File: src/design/core_config.svh
`ifndef CORE_CONFIG_SVH
`define CORE_CONFIG_SVH

// Datapath and address width
`define CORE_WORD_W 32

`define CORE_REG_COUNT 16
`define CORE_REG_W 4

// First fetch address out of reset
`define CORE_RESET_PC 32'h0000_0000

`endif

File: src/design/core_pkg.sv
`include "core_config.svh"

package core_pkg;

	typedef logic [`CORE_WORD_W-1:0] word_t;
	typedef logic [`CORE_REG_W-1:0] reg_num_t;
	typedef logic [3:0] flags_t; // N Z C V, MSB first

	// ARM condition field, bits 31:28
	typedef enum logic [3:0] {
		COND_EQ = 4'h0, COND_NE, COND_CS, COND_CC,
		COND_MI, COND_PL, COND_VS, COND_VC,
		COND_HI, COND_LS, COND_GE, COND_LT,
		COND_GT, COND_LE, COND_AL
	} cond_t;

	// Data processing opcode, bits 24:21
	typedef enum logic [3:0] {
		ALU_AND = 4'h0,
		ALU_EOR = 4'h1,
		ALU_SUB = 4'h2,
		ALU_ADD = 4'h4,
		ALU_ORR = 4'hc,
		ALU_MOV = 4'hd
	} alu_op_t;

endpackage

File: src/design/fetch.sv
`timescale 1ns/1ps
`include "core_config.svh"

module fetch import core_pkg::*; (
	input  logic  clk,
	input  logic  reset,
	output logic  insn_req,
	output word_t insn_addr,
	input  logic  insn_wait,
	input  word_t insn_data,
	input  logic  issue_stall,
	input  logic  flush,
	input  word_t flush_pc,
	output logic  bubble_1a,
	output word_t insn_1a,
	output word_t pc_1a
);
	word_t pc;
	word_t req_pc;
	word_t held_insn;
	word_t held_pc;
	logic  fetch_en;
	logic  data_valid;
	logic  held_valid;
	logic  accept;

	assign insn_req = fetch_en && !issue_stall;
	assign insn_addr = pc;
	assign accept = insn_req && !insn_wait;

	// Held word wins, it is older than anything on insn_data
	assign bubble_1a = !(held_valid || data_valid);
	assign insn_1a = held_valid ? held_insn : insn_data;
	assign pc_1a = held_valid ? held_pc : req_pc;

	always_ff @(posedge clk) begin
		if (reset) begin
			fetch_en <= 1'b0;
			pc <= `CORE_RESET_PC;
			data_valid <= 1'b0;
			held_valid <= 1'b0;
		end else begin
			fetch_en <= 1'b1;
			data_valid <= accept && !flush; // Wrong-path return becomes a bubble
			if (flush)
				pc <= flush_pc;
			else if (accept)
				pc <= pc + word_t'(4);
			if (flush || !issue_stall)
				held_valid <= 1'b0;
			else
				held_valid <= !bubble_1a;
		end
	end

	always_ff @(posedge clk) begin
		if (accept)
			req_pc <= pc;
		if (issue_stall && !held_valid) begin
			held_insn <= insn_data; // Capture before the bus drops it
			held_pc <= req_pc;
		end
	end

endmodule

File: src/design/issue.sv
`timescale 1ns/1ps

module issue import core_pkg::*; (
	input  logic  clk,
	input  logic  reset,
	input  logic  ex_stall,
	input  logic  flush,
	input  logic  bubble_1a,
	input  word_t insn_1a,
	input  word_t pc_1a,
	output logic  issue_stall,
	output logic  bubble_2a,
	output word_t insn_2a,
	output word_t pc_2a
);
	logic       is_dp;
	logic       is_store;
	logic       uses_rm;
	logic       needs_flags;
	logic       hazard;
	logic       issuing;
	reg_num_t   rn;
	reg_num_t   rd;
	reg_num_t   rm;
	logic [1:0] rec_wr; // Entry 0 sits in execute, entry 1 in memory stage
	logic [1:0] rec_fl;
	reg_num_t   rec_num [2];

	function automatic logic pending(input reg_num_t r);
		pending = (rec_wr[0] && rec_num[0] == r) || (rec_wr[1] && rec_num[1] == r);
	endfunction

	assign is_dp = insn_1a[27:26] == 2'b00;
	assign is_store = insn_1a[27:26] == 2'b01 && !insn_1a[20];
	assign uses_rm = is_dp && !insn_1a[25];
	assign needs_flags = cond_t'(insn_1a[31:28]) != COND_AL ||
		(is_dp && insn_1a[20]); // S logic ops carry the old C and V
	assign rn = insn_1a[19:16];
	assign rd = insn_1a[15:12];
	assign rm = insn_1a[3:0];

	// Older writers still ahead of register read
	always_comb begin
		hazard = ((is_dp || is_store) && pending(rn)) ||
			(uses_rm && pending(rm)) ||
			(is_store && pending(rd)) ||
			(needs_flags && |rec_fl);
	end

	assign issuing = !bubble_1a && !hazard;
	assign issue_stall = ex_stall || (!bubble_1a && hazard);

	always_ff @(posedge clk) begin
		if (reset || flush) begin
			bubble_2a <= 1'b1;
			rec_wr <= 2'b00;
			rec_fl <= 2'b00;
		end else if (!ex_stall) begin
			bubble_2a <= !issuing;
			rec_wr <= {rec_wr[0], issuing && is_dp};
			rec_fl <= {rec_fl[0], issuing && is_dp && insn_1a[20]}; // S bit
		end
	end

	always_ff @(posedge clk) begin
		if (!ex_stall) begin
			insn_2a <= insn_1a;
			pc_2a <= pc_1a;
			rec_num[1] <= rec_num[0];
			rec_num[0] <= rd;
		end
	end

endmodule

File: src/design/reg_file.sv
`timescale 1ns/1ps
`include "core_config.svh"

module reg_file import core_pkg::*; (
	input  logic     clk,
	input  logic     reset,
	input  reg_num_t read_a_num,
	input  reg_num_t read_b_num,
	output word_t    read_a,
	output word_t    read_b,
	input  logic     write_en,
	input  reg_num_t write_num,
	input  word_t    write_data
);
	word_t regs [`CORE_REG_COUNT];

	// Bypass the write in flight so decode sees the retiring value
	function automatic word_t read_port(input reg_num_t num);
		if (write_en && write_num == num)
			read_port = write_data;
		else
			read_port = regs[num];
	endfunction

	always_comb begin
		read_a = read_port(read_a_num);
		read_b = read_port(read_b_num);
	end

	always_ff @(posedge clk) begin
		if (reset) begin
			for (int i = 0; i < `CORE_REG_COUNT; i++)
				regs[i] <= '0;
		end else if (write_en) begin
			regs[write_num] <= write_data;
		end
	end

endmodule

File: src/design/decode.sv
`timescale 1ns/1ps

module decode import core_pkg::*; (
	input  logic     clk,
	input  logic     ex_stall,
	input  word_t    insn_1a,
	output reg_num_t read_a_num,
	output reg_num_t read_b_num,
	input  word_t    read_a,
	input  word_t    read_b,
	output word_t    op_a_2a,
	output word_t    op_b_2a,
	output word_t    store_data_2a
);
	logic  is_store;
	logic  is_imm;
	word_t imm8;
	word_t imm12;
	word_t op_b;

	assign is_store = insn_1a[27:26] == 2'b01;
	assign is_imm = insn_1a[25];
	assign imm8 = word_t'(insn_1a[7:0]); // Zero extended, no rotate
	assign imm12 = word_t'(insn_1a[11:0]);

	assign read_a_num = insn_1a[19:16]; // Rn
	assign read_b_num = is_store ? insn_1a[15:12] : insn_1a[3:0]; // Rd for stores, else Rm

	always_comb begin
		if (is_store)
			op_b = insn_1a[23] ? imm12 : -imm12; // U picks add or subtract
		else if (is_imm)
			op_b = imm8;
		else
			op_b = read_b;
	end

	always_ff @(posedge clk) begin
		if (!ex_stall) begin
			op_a_2a <= read_a;
			op_b_2a <= op_b;
			store_data_2a <= read_b;
		end
	end

endmodule

File: src/design/execute.sv
`timescale 1ns/1ps
`include "core_config.svh"

module execute import core_pkg::*; (
	input  logic     clk,
	input  logic     reset,
	input  logic     mem_stall,
	input  flags_t   flags,
	input  logic     bubble_2a,
	input  word_t    insn_2a,
	input  word_t    pc_2a,
	input  word_t    op_a_2a,
	input  word_t    op_b_2a,
	input  word_t    store_data_2a,
	output logic     ex_stall,
	output logic     flush,
	output word_t    flush_pc,
	output logic     bubble_3a,
	output logic     write_en_3a,
	output reg_num_t write_num_3a,
	output word_t    result_3a,
	output logic     flags_en_3a,
	output flags_t   flags_3a,
	output logic     store_en_3a,
	output word_t    store_data_3a
);
	localparam int MSB = `CORE_WORD_W - 1;

	cond_t          cond;
	alu_op_t        op;
	logic           is_dp;
	logic           is_store;
	logic           is_branch;
	logic           cond_ok;
	logic           exec;
	logic           op_ok;
	logic [MSB+1:0] sum;
	logic [MSB+1:0] diff;
	word_t          alu_out;
	flags_t         alu_flags;
	word_t          br_offset;

	assign cond = cond_t'(insn_2a[31:28]);
	assign op = alu_op_t'(insn_2a[24:21]);
	assign is_dp = insn_2a[27:26] == 2'b00;
	assign is_store = insn_2a[27:26] == 2'b01 && !insn_2a[20];
	assign is_branch = insn_2a[27:25] == 3'b101;
	assign exec = !bubble_2a && cond_ok;

	// flags is {N, Z, C, V}
	always_comb begin
		case (cond)
		COND_EQ: cond_ok = flags[2];
		COND_NE: cond_ok = !flags[2];
		COND_CS: cond_ok = flags[1];
		COND_CC: cond_ok = !flags[1];
		COND_MI: cond_ok = flags[3];
		COND_PL: cond_ok = !flags[3];
		COND_VS: cond_ok = flags[0];
		COND_VC: cond_ok = !flags[0];
		COND_HI: cond_ok = flags[1] && !flags[2];
		COND_LS: cond_ok = !flags[1] || flags[2];
		COND_GE: cond_ok = flags[3] == flags[0];
		COND_LT: cond_ok = flags[3] != flags[0];
		COND_GT: cond_ok = !flags[2] && flags[3] == flags[0];
		COND_LE: cond_ok = flags[2] || flags[3] != flags[0];
		COND_AL: cond_ok = 1'b1;
		default: cond_ok = 1'b0;
		endcase
	end

	assign sum = {1'b0, op_a_2a} + {1'b0, op_b_2a}; // Also the store address
	assign diff = {1'b0, op_a_2a} + {1'b0, ~op_b_2a} + 1'b1; // Carry out is no-borrow

	always_comb begin
		op_ok = 1'b1;
		alu_out = op_b_2a;
		alu_flags = flags; // C and V pass through for logical ops
		case (op)
		ALU_AND: alu_out = op_a_2a & op_b_2a;
		ALU_EOR: alu_out = op_a_2a ^ op_b_2a;
		ALU_ORR: alu_out = op_a_2a | op_b_2a;
		ALU_MOV: alu_out = op_b_2a;
		ALU_ADD: begin
			alu_out = sum[MSB:0];
			alu_flags[1] = sum[MSB+1];
			alu_flags[0] = op_a_2a[MSB] == op_b_2a[MSB] && sum[MSB] != op_a_2a[MSB];
		end
		ALU_SUB: begin
			alu_out = diff[MSB:0];
			alu_flags[1] = diff[MSB+1];
			alu_flags[0] = op_a_2a[MSB] != op_b_2a[MSB] && diff[MSB] != op_a_2a[MSB];
		end
		default: op_ok = 1'b0; // Unsupported opcode retires with no effect
		endcase
		alu_flags[3] = alu_out[MSB];
		alu_flags[2] = alu_out == '0;
	end

	// PC + 8 + signed word offset
	assign br_offset = {{(`CORE_WORD_W - 26){insn_2a[23]}}, insn_2a[23:0], 2'b00};
	assign flush_pc = pc_2a + word_t'(8) + br_offset;
	assign flush = exec && is_branch && !mem_stall; // Only once the branch moves on
	assign ex_stall = mem_stall;

	always_ff @(posedge clk) begin
		if (reset) begin
			bubble_3a <= 1'b1;
			write_en_3a <= 1'b0;
			flags_en_3a <= 1'b0;
			store_en_3a <= 1'b0;
		end else if (!mem_stall) begin
			bubble_3a <= bubble_2a || is_branch;
			write_en_3a <= exec && is_dp && op_ok;
			flags_en_3a <= exec && is_dp && op_ok && insn_2a[20];
			store_en_3a <= exec && is_store;
		end
	end

	always_ff @(posedge clk) begin
		if (!mem_stall) begin
			write_num_3a <= insn_2a[15:12];
			result_3a <= is_store ? sum[MSB:0] : alu_out;
			flags_3a <= alu_flags;
			store_data_3a <= store_data_2a;
		end
	end

endmodule

File: src/design/memory_stage.sv
`timescale 1ns/1ps

module memory_stage import core_pkg::*; (
	input  logic     clk,
	input  logic     reset,
	input  logic     bubble_3a,
	input  logic     write_en_3a,
	input  reg_num_t write_num_3a,
	input  word_t    result_3a,
	input  logic     flags_en_3a,
	input  flags_t   flags_3a,
	input  logic     store_en_3a,
	input  word_t    store_data_3a,
	output logic     mem_stall,
	output logic     store_valid,
	output word_t    store_addr,
	output word_t    store_data,
	input  logic     store_busy,
	output logic     write_en,
	output reg_num_t write_num,
	output word_t    write_data,
	output flags_t   flags
);
	// Store waits here until the port takes it
	assign mem_stall = store_valid && store_busy;

	always_ff @(posedge clk) begin
		if (reset) begin
			store_valid <= 1'b0;
			write_en <= 1'b0;
			flags <= '0;
		end else if (!mem_stall) begin
			store_valid <= !bubble_3a && store_en_3a;
			write_en <= !bubble_3a && write_en_3a;
			if (!bubble_3a && flags_en_3a)
				flags <= flags_3a; // CPSR update
		end
	end

	always_ff @(posedge clk) begin
		if (!mem_stall) begin
			store_addr <= result_3a;
			store_data <= store_data_3a;
			write_num <= write_num_3a;
			write_data <= result_3a;
		end
	end

endmodule

File: src/design/core.sv
`timescale 1ns/1ps

module core import core_pkg::*; (
	input  logic  clk,
	input  logic  reset,
	output logic  insn_req,
	output word_t insn_addr,
	input  logic  insn_wait,
	input  word_t insn_data,
	output logic  store_valid,
	output word_t store_addr,
	output word_t store_data,
	input  logic  store_busy
);
	logic     issue_stall;
	logic     ex_stall;
	logic     mem_stall;
	logic     flush;
	word_t    flush_pc;
	logic     bubble_1a;
	word_t    insn_1a;
	word_t    pc_1a;
	logic     bubble_2a;
	word_t    insn_2a;
	word_t    pc_2a;
	reg_num_t read_a_num;
	reg_num_t read_b_num;
	word_t    read_a;
	word_t    read_b;
	word_t    op_a_2a;
	word_t    op_b_2a;
	word_t    store_data_2a;
	logic     bubble_3a;
	logic     write_en_3a;
	reg_num_t write_num_3a;
	word_t    result_3a;
	logic     flags_en_3a;
	flags_t   flags_3a;
	logic     store_en_3a;
	word_t    store_data_3a;
	logic     write_en;
	reg_num_t write_num;
	word_t    write_data;
	flags_t   flags; // Retired CPSR flags

	fetch fetch_inst (.clk, .reset, .insn_req, .insn_addr, .insn_wait, .insn_data,
		.issue_stall, .flush, .flush_pc, .bubble_1a, .insn_1a, .pc_1a);

	issue issue_inst (.clk, .reset, .ex_stall, .flush, .bubble_1a, .insn_1a, .pc_1a,
		.issue_stall, .bubble_2a, .insn_2a, .pc_2a);

	reg_file reg_file_inst (.clk, .reset, .read_a_num, .read_b_num, .read_a, .read_b,
		.write_en, .write_num, .write_data);

	decode decode_inst (.clk, .ex_stall, .insn_1a, .read_a_num, .read_b_num,
		.read_a, .read_b, .op_a_2a, .op_b_2a, .store_data_2a);

	execute execute_inst (.clk, .reset, .mem_stall, .flags, .bubble_2a, .insn_2a, .pc_2a,
		.op_a_2a, .op_b_2a, .store_data_2a, .ex_stall, .flush, .flush_pc,
		.bubble_3a, .write_en_3a, .write_num_3a, .result_3a, .flags_en_3a, .flags_3a,
		.store_en_3a, .store_data_3a);

	memory_stage memory_stage_inst (.clk, .reset, .bubble_3a, .write_en_3a, .write_num_3a,
		.result_3a, .flags_en_3a, .flags_3a, .store_en_3a, .store_data_3a, .mem_stall,
		.store_valid, .store_addr, .store_data, .store_busy,
		.write_en, .write_num, .write_data, .flags);

endmodule

File: config.mk
export PLATFORM = sky130hd
export DESIGN_NAME = core
export DESIGN_NICKNAME = d
export VERILOG_FILES = /design/src/design/core_pkg.sv /design/src/design/fetch.sv /design/src/design/issue.sv /design/src/design/reg_file.sv /design/src/design/decode.sv /design/src/design/execute.sv /design/src/design/memory_stage.sv /design/src/design/core.sv
export VERILOG_INCLUDE_DIRS = /design/src /design/src/design
export SDC_FILE = /design/constraint.sdc
export NUM_CORES = 2
export LEC_CHECK = 0
export ABC_CLOCK_PERIOD_IN_PS = 21200
export BUFFER_PORTS_ARGS = -buffer_cell sky130_fd_sc_hd__buf_2
export CELL_PAD_IN_SITES_DETAIL_PLACEMENT = 1
export CELL_PAD_IN_SITES_GLOBAL_PLACEMENT = 2
export CORE_MARGIN = 10
export CORE_UTILIZATION = 43
export DETAILED_ROUTE_END_ITERATION = 16
export PLACE_DENSITY_LB_ADDON = 0.15
export RECOVER_POWER = 50
export SLEW_MARGIN = 15
export SYNTH_ARGS = -nofsm -noshare
export SYNTH_HDL_FRONTEND = slang
export SYNTH_SLANG_ARGS = --single-unit
File: constraint.sdc
create_clock -name clk -period 21.2 [get_ports clk]
set_input_delay 2.12 -clock clk [delete_from_list [all_inputs] [get_ports clk]]
set_output_delay 2.12 -clock clk [all_outputs]
set_load 0.02 [all_outputs]
# Word level (Yosys, flattened, before mapping)
# Memories as Yosys holds them, arrays and structs flattened.
# Cells that the tools add are included.
[word_totals]
elab_cells = 186
mem_count = 2
out_inout_bits = 98
regBits = 446
in_bits = 36
ram_bits = 520
[memory_table]
columns = ["memory", "depth", "word_bits", "read_ports", "rd_ports_with_merged_regs", "write_ports", "line_no", "rtl"]
rows = [
  ["reg_file_inst.regs", 16, 32, 2, 0, 16, "reg_file.sv:15", "word_t regs [`CORE_REG_COUNT];"],
  ["issue_inst.rec_num", 2, 4, 2, 0, 2, "issue.sv:27", "reg_num_t rec_num [2];"],
]
[op_classes]
n_mux = 25
n_reduce_logical = 81
bitwise = 5
eq_ne = 37
n_addsub = 7
[ops]
columns = ["operator", "count"]
rows = [
  ["$mux 32", 11],
  ["$pmux 32 s5", 1],
  ["$add 32x32->33", 2],
  ["$logic_and 1x1->1", 39],
  ["$eq 4x4->1 const B", 9],
  ["$add 33x1->33 const B", 1],
  ["$add 32x3->32 const B", 1],
  ["$add 32x32->32", 1],
  ["$add 32x4->32 const B", 1],
  ["$and 32x32->32", 1],
  ["$eq 4x4->1", 8],
  ["$logic_not 32->1", 1],
  ["$neg 12->32", 1],
  ["$not 32->32", 1],
  ["$or 32x32->32", 1],
  ["$reduce_or 32->1", 1],
  ["$xor 32x32->32", 1],
  ["$eq 4x3->1 const B", 5],
  ["$logic_not 1->1", 16],
  ["$logic_or 1x1->1", 15],
  ["$pmux 1 s15", 1],
  ["$eq 4x2->1 const B", 3],
  ["$mux 1", 9],
  ["$eq 4x1->1 const B", 2],
  ["other kinds (14)", 23],
]

# Longest topological paths before layout
[logic_depth]
ltp_word = 15
depth_mapped = 17

# By module
# From an unflattened synthesis, not the netlist that was laid out.
[hier_totals]
cells_unflattened = 4055
hier_area_um2 = 52815.7
[modules_own_cells]
columns = ["mod", "cells_per_inst", "seq_area_each_um2", "instances", "area_each_um2"]
rows = [
  ["reg_file", 1766, 15374.7, 1, 27345.0],
  ["execute", 1395, 2242.2, 1, 11000.6],
  ["fetch", 416, 3583.4, 1, 5646.7],
  ["decode", 208, 2882.8, 1, 3656.0],
  ["issue", 142, 2142.1, 1, 2612.5],
  ["memory_stage", 128, 2162.1, 1, 2555.0],
]

# Least setup slack after synthesis
# OpenSTA, ideal clock, no wires.
[synth_path]
path_type = "input-to-reg"
startpoint = "in store_busy"
endpoint = "reg fetch_inst.held_insn[0], enable pin"
path_buffers = 1
path_stages = 4
path_slack_ns = 1.978
t_arrival_ns = 18.143
required_time_ns = 20.121
cell_sequence = "and2_1 -> inv_1 -> clkbuf_1 -> a21oi_1"
[synth_between]
elab_chain_cells = 3
[synth_lines]
columns = ["element", "line_no", "rtl"]
rows = [
  ["from (decl)", "core.sv:13", "input logic store_busy"],
  ["$logic_and 1x1->1", "memory_stage.sv:25", "assign mem_stall = store_valid && store_busy;"],
  ["$logic_or 1x1->1", "issue.sv:51", "assign issue_stall = ex_stall || (!bubble_1a && hazard);"],
  ["$logic_and 1x1->1", "fetch.sv:59", "if (issue_stall && !held_valid) begin"],
  ["to (signal assigned)", "fetch.sv:60", "held_insn <= insn_data;"],
  ["to (decl)", "fetch.sv:20", "word_t held_insn;"],
]
# Every way passes these cells.
# A chain may end at the register's enable or synchronous reset.

# Worst setup path after layout
[layout_path]
startpoint = "in store_busy"
endpoint = "out insn_req"
[layout_between]
elab_chain_cells = 4
[layout_lines]
columns = ["element", "line_no", "rtl"]
rows = [
  ["$logic_and 1x1->1", "memory_stage.sv:25", ""],
  ["$logic_or 1x1->1", "issue.sv:51", ""],
  ["$logic_not 1->1", "fetch.sv:27", "assign insn_req = fetch_en && !issue_stall;"],
  ["$logic_and 1x1->1", "fetch.sv:27", ""],
  ["to (decl)", "core.sv:6", "output logic insn_req,"],
]
# Every way passes these cells.

==> impl_results.md <==
- Most common cell in the synthesized netlist: edfxtp_1
- Core area: 0.122 mm²
- Placed inst area: 0.0556 mm²
- Starting DRT DRC Count: 3710
- # DRC: 0
- Vias in the first global route: approximately 40000
- DP Wirelength: 118000 µm
- Largest net degree at the start of global routing: 129
- Max FO, Critical Path: 95
- Peak supply drop: 0.0000711 V
- Multi-input gate area: roughly 0.023 mm²
- Biggest cell delay along the critical path: approximately 3600 ps
- Crit path DAT: 7930 ps
- Clock share of power: 0.376
- Min Tclk post-route: 10050 ps
- Top cell type's share of synthesized area: 0.514
- Max_cap viols: 28
- LEAKAGE: 21.7 nW
- Worst hold path type: flip-flop to flip-flop
- Grt ovf: 0
- EDFF count, synth: 908
- Final #Nets: 4993
- CP dominant cell by count: buf_2
- Drt first pass iters: 5
- Core Rows: 128
- WL/cell: 29.3 µm
- Final WL: 191000 µm
- Leading area contributor after synthesis: edfxtp_1
- Fin. Hold Viols: 0
- Final clock skew: approximately 56 ps
- Worst-path clk slew: about 70 ps
- Slowest CP cell: clkinvlp_2
- Power Internal: 3.61 mW
- Critical path class: input port to output port
- Yosys reg bits: between 900 and 1000
- Post-CTS Setup Inserts: 0
- Clock Tree Root: clkbuf_16
- Die X: 371 µm
- Crit path required time: 19080 ps
- Sw Ratio: 0.296
- Worst Tran Pin Value: 4480 ps
- Final Max Tran Viols: 1083
- Outcome: finished with violations
- Clk buf depth: 3
- Vias: roughly 40000
- Largest register FFs: 512
- Die ar.: 0.138 mm²
- Sequential cell area: 0.0283 mm²
- CTS tree: yes
- Vias per inst: between 6 and 7
- Psw: 1.52 mW
- CTS sink count: between 900 and 1000
- Placer Congestion: 0.861
- Failing checks: max-capacitance violations, max-slew violations
- Synth unique cells: 87
- Worst-Skew Late Latency: 750 ps
- Synthesized area: around 0.053 mm²
- I/O Pins: 134
- PostCTS Resize Cnt: 0
- Largest Register: reg_file_inst.regs
- Synth Instances: about 4800
- Global-route wire length before repair: 280000 µm
- Syn Nets: 4997
- Post-route cell area: 0.0589 mm²
- # H-tree levels: 3
- Final setup violation count: 0
- Synth Warn #: 0
- Comb pwr share: 0.171
- Synth-to-Final Area Change: 11.0%
- Max transition margin: -2.00
- Async S/R FF share, synth: 0
- I/O Buffers: 133
- Maximum clock rate: 0.0995 GHz
- GR Util All Layers: 0.273
- Power Density: 87.2 mW/mm²
- Critical path startpoint category: input port
- Pre-CTS WS: around 14000 ps
- Initial antenna violation count: 12
- Unrepaired setup endpoints after global routing: no
- Sequential share of power: 0.453
- Setup TNS Final: 0 ps
- CP cell instances: buf_2, and2_0, clkinvlp_2, nand2_1, nor2_1, buf_2
- # fillers: 12965
- Antenna-violating nets left: 0
- Main synth FF type: edfxtp_1
- Syn Area/Cell: about 11 µm²
- Die Ht: between 300 and 400 µm
- Fin crit share: 0.474
- Seq/Total Area, Yosys: 0.532
- Design Power: 5.13 mW
- TritonCTS buffer count: 107
- Fraction of layout cells with a size suffix above 1: 0.111
- Fin util: 0.482
- Starting density of the core: 0.434
- CP Capture Type: output port
- Final setup margin: 11150 ps
- Post-synth top cells: 908 x edfxtp_1, 685 x nand2_1, 523 x and2_1
- Hold_buf cts: 0
- Synth top area cells: edfxtp_1 51%, and2_1 6.2%, mux4_2 5.4%, nand2_1 4.8%, ha_1 3.9%
==> per-stage QoR <==
| step | instances | hold slack (ps) |
|---|---|---|
| floorplan | 4794 | 400 |
| global placement | 6306 | 400 |
| detailed placement | 6306 | 406 |
| CTS | 6500 | 414 |
| global route | 6501 | 423 |
| finish | 6505 | 409 |
==> path summary, 6_finish.rpt <==
| kind | depth (start not counted) | to | startpoint | slack [ps] |
|---|---|---|---|---|
| min | 0 | memory_stage_inst.store_addr[28] | execute_inst.result_3a[28] | 410 |
| min reg2reg | 0 | memory_stage_inst.store_addr[28] | execute_inst.result_3a[28] | 410 |
| max | 6 | insn_req | store_busy | 11150 |
| max reg2reg | 4 | memory_stage_inst.store_data[21] | memory_stage_inst.store_valid | 12900 |
==> cell usage in the layout (no fill, tap or decap), types with 25 or more instances in the layout <==
master     instances
ha_1             164
and3_1            46
xor2_1            33
clkbuf_16        108
a21o_1            32
buf_2             42
o22ai_1           25
xnor2_1           96
nand2_1          685
nor2_1           156
mux2i_1           91
a311oi_1          69
a211oi_1          61
nand3_1          323
and2_1           379
nor2b_1           49
nor3_1            41
buf_4             57
mux2_2            80
dfxtp_1           50
a21oi_1          168
and2_0           143
o21ai_0          138
a31oi_1           59
inv_1            163
mux4_2           128
edfxtp_1         908
clkbuf_1         153
==> worst max-delay path: cells and delay by family <==
family / cells / cell delay (ps)
buffers and inverters: 3 / 3840
and+or+nand+nor: 3 / 1870
==> kinds of logic (layout without fill, tap and decap cells) <==
kind of cell | Yosys count | in the layout | synth area share
muxes | 309 | 309 | 0.0905
other | 0 | 5 | 0
and+or+nand+nor | 1959 | 1959 | 0.184
xor gates and xnor gates | 129 | 129 | 0.0213
DFF | 958 | 958 | 0.532
AOI/OAI and AO/OA | 757 | 757 | 0.0946
adders and majority gates | 167 | 167 | 0.0398
buffers and inverters | 515 | 596 | 0.0375
==> metal layers <==
metal  vias up  track usage  part of all wire
li1      17480            -                 -
met1     20489        0.379              0.44
met2      1330        0.443              0.47
met3       276       0.0444             0.068
met4         4       0.0670             0.023
met5         -            0           0.00012
==> power by group through the flow <==
stage          combinational [mW]  clock [mW]  sequential, mW
2_1_floorplan               0.537           0            2.32
4_1_cts                     0.876        1.96            2.32
3_5_place_dp                0.870           0            2.36
6_report                    0.877        1.93            2.33
3_3_place_gp                0.863           0            2.35
5_1_grt                     0.947        2.03            2.34
==> layout make-up <==
type                       instances  area share
antenna                            5    0.000212
clock buffer                     134      0.0482
clock inverter                    60      0.0123
inverter                         170      0.0110
multi-input combinational       3321       0.394
sequential                       958       0.480
tap                             1625      0.0345
timing repair buffer             232      0.0199
No activity file was read; power rests on OpenSTA's default activity.
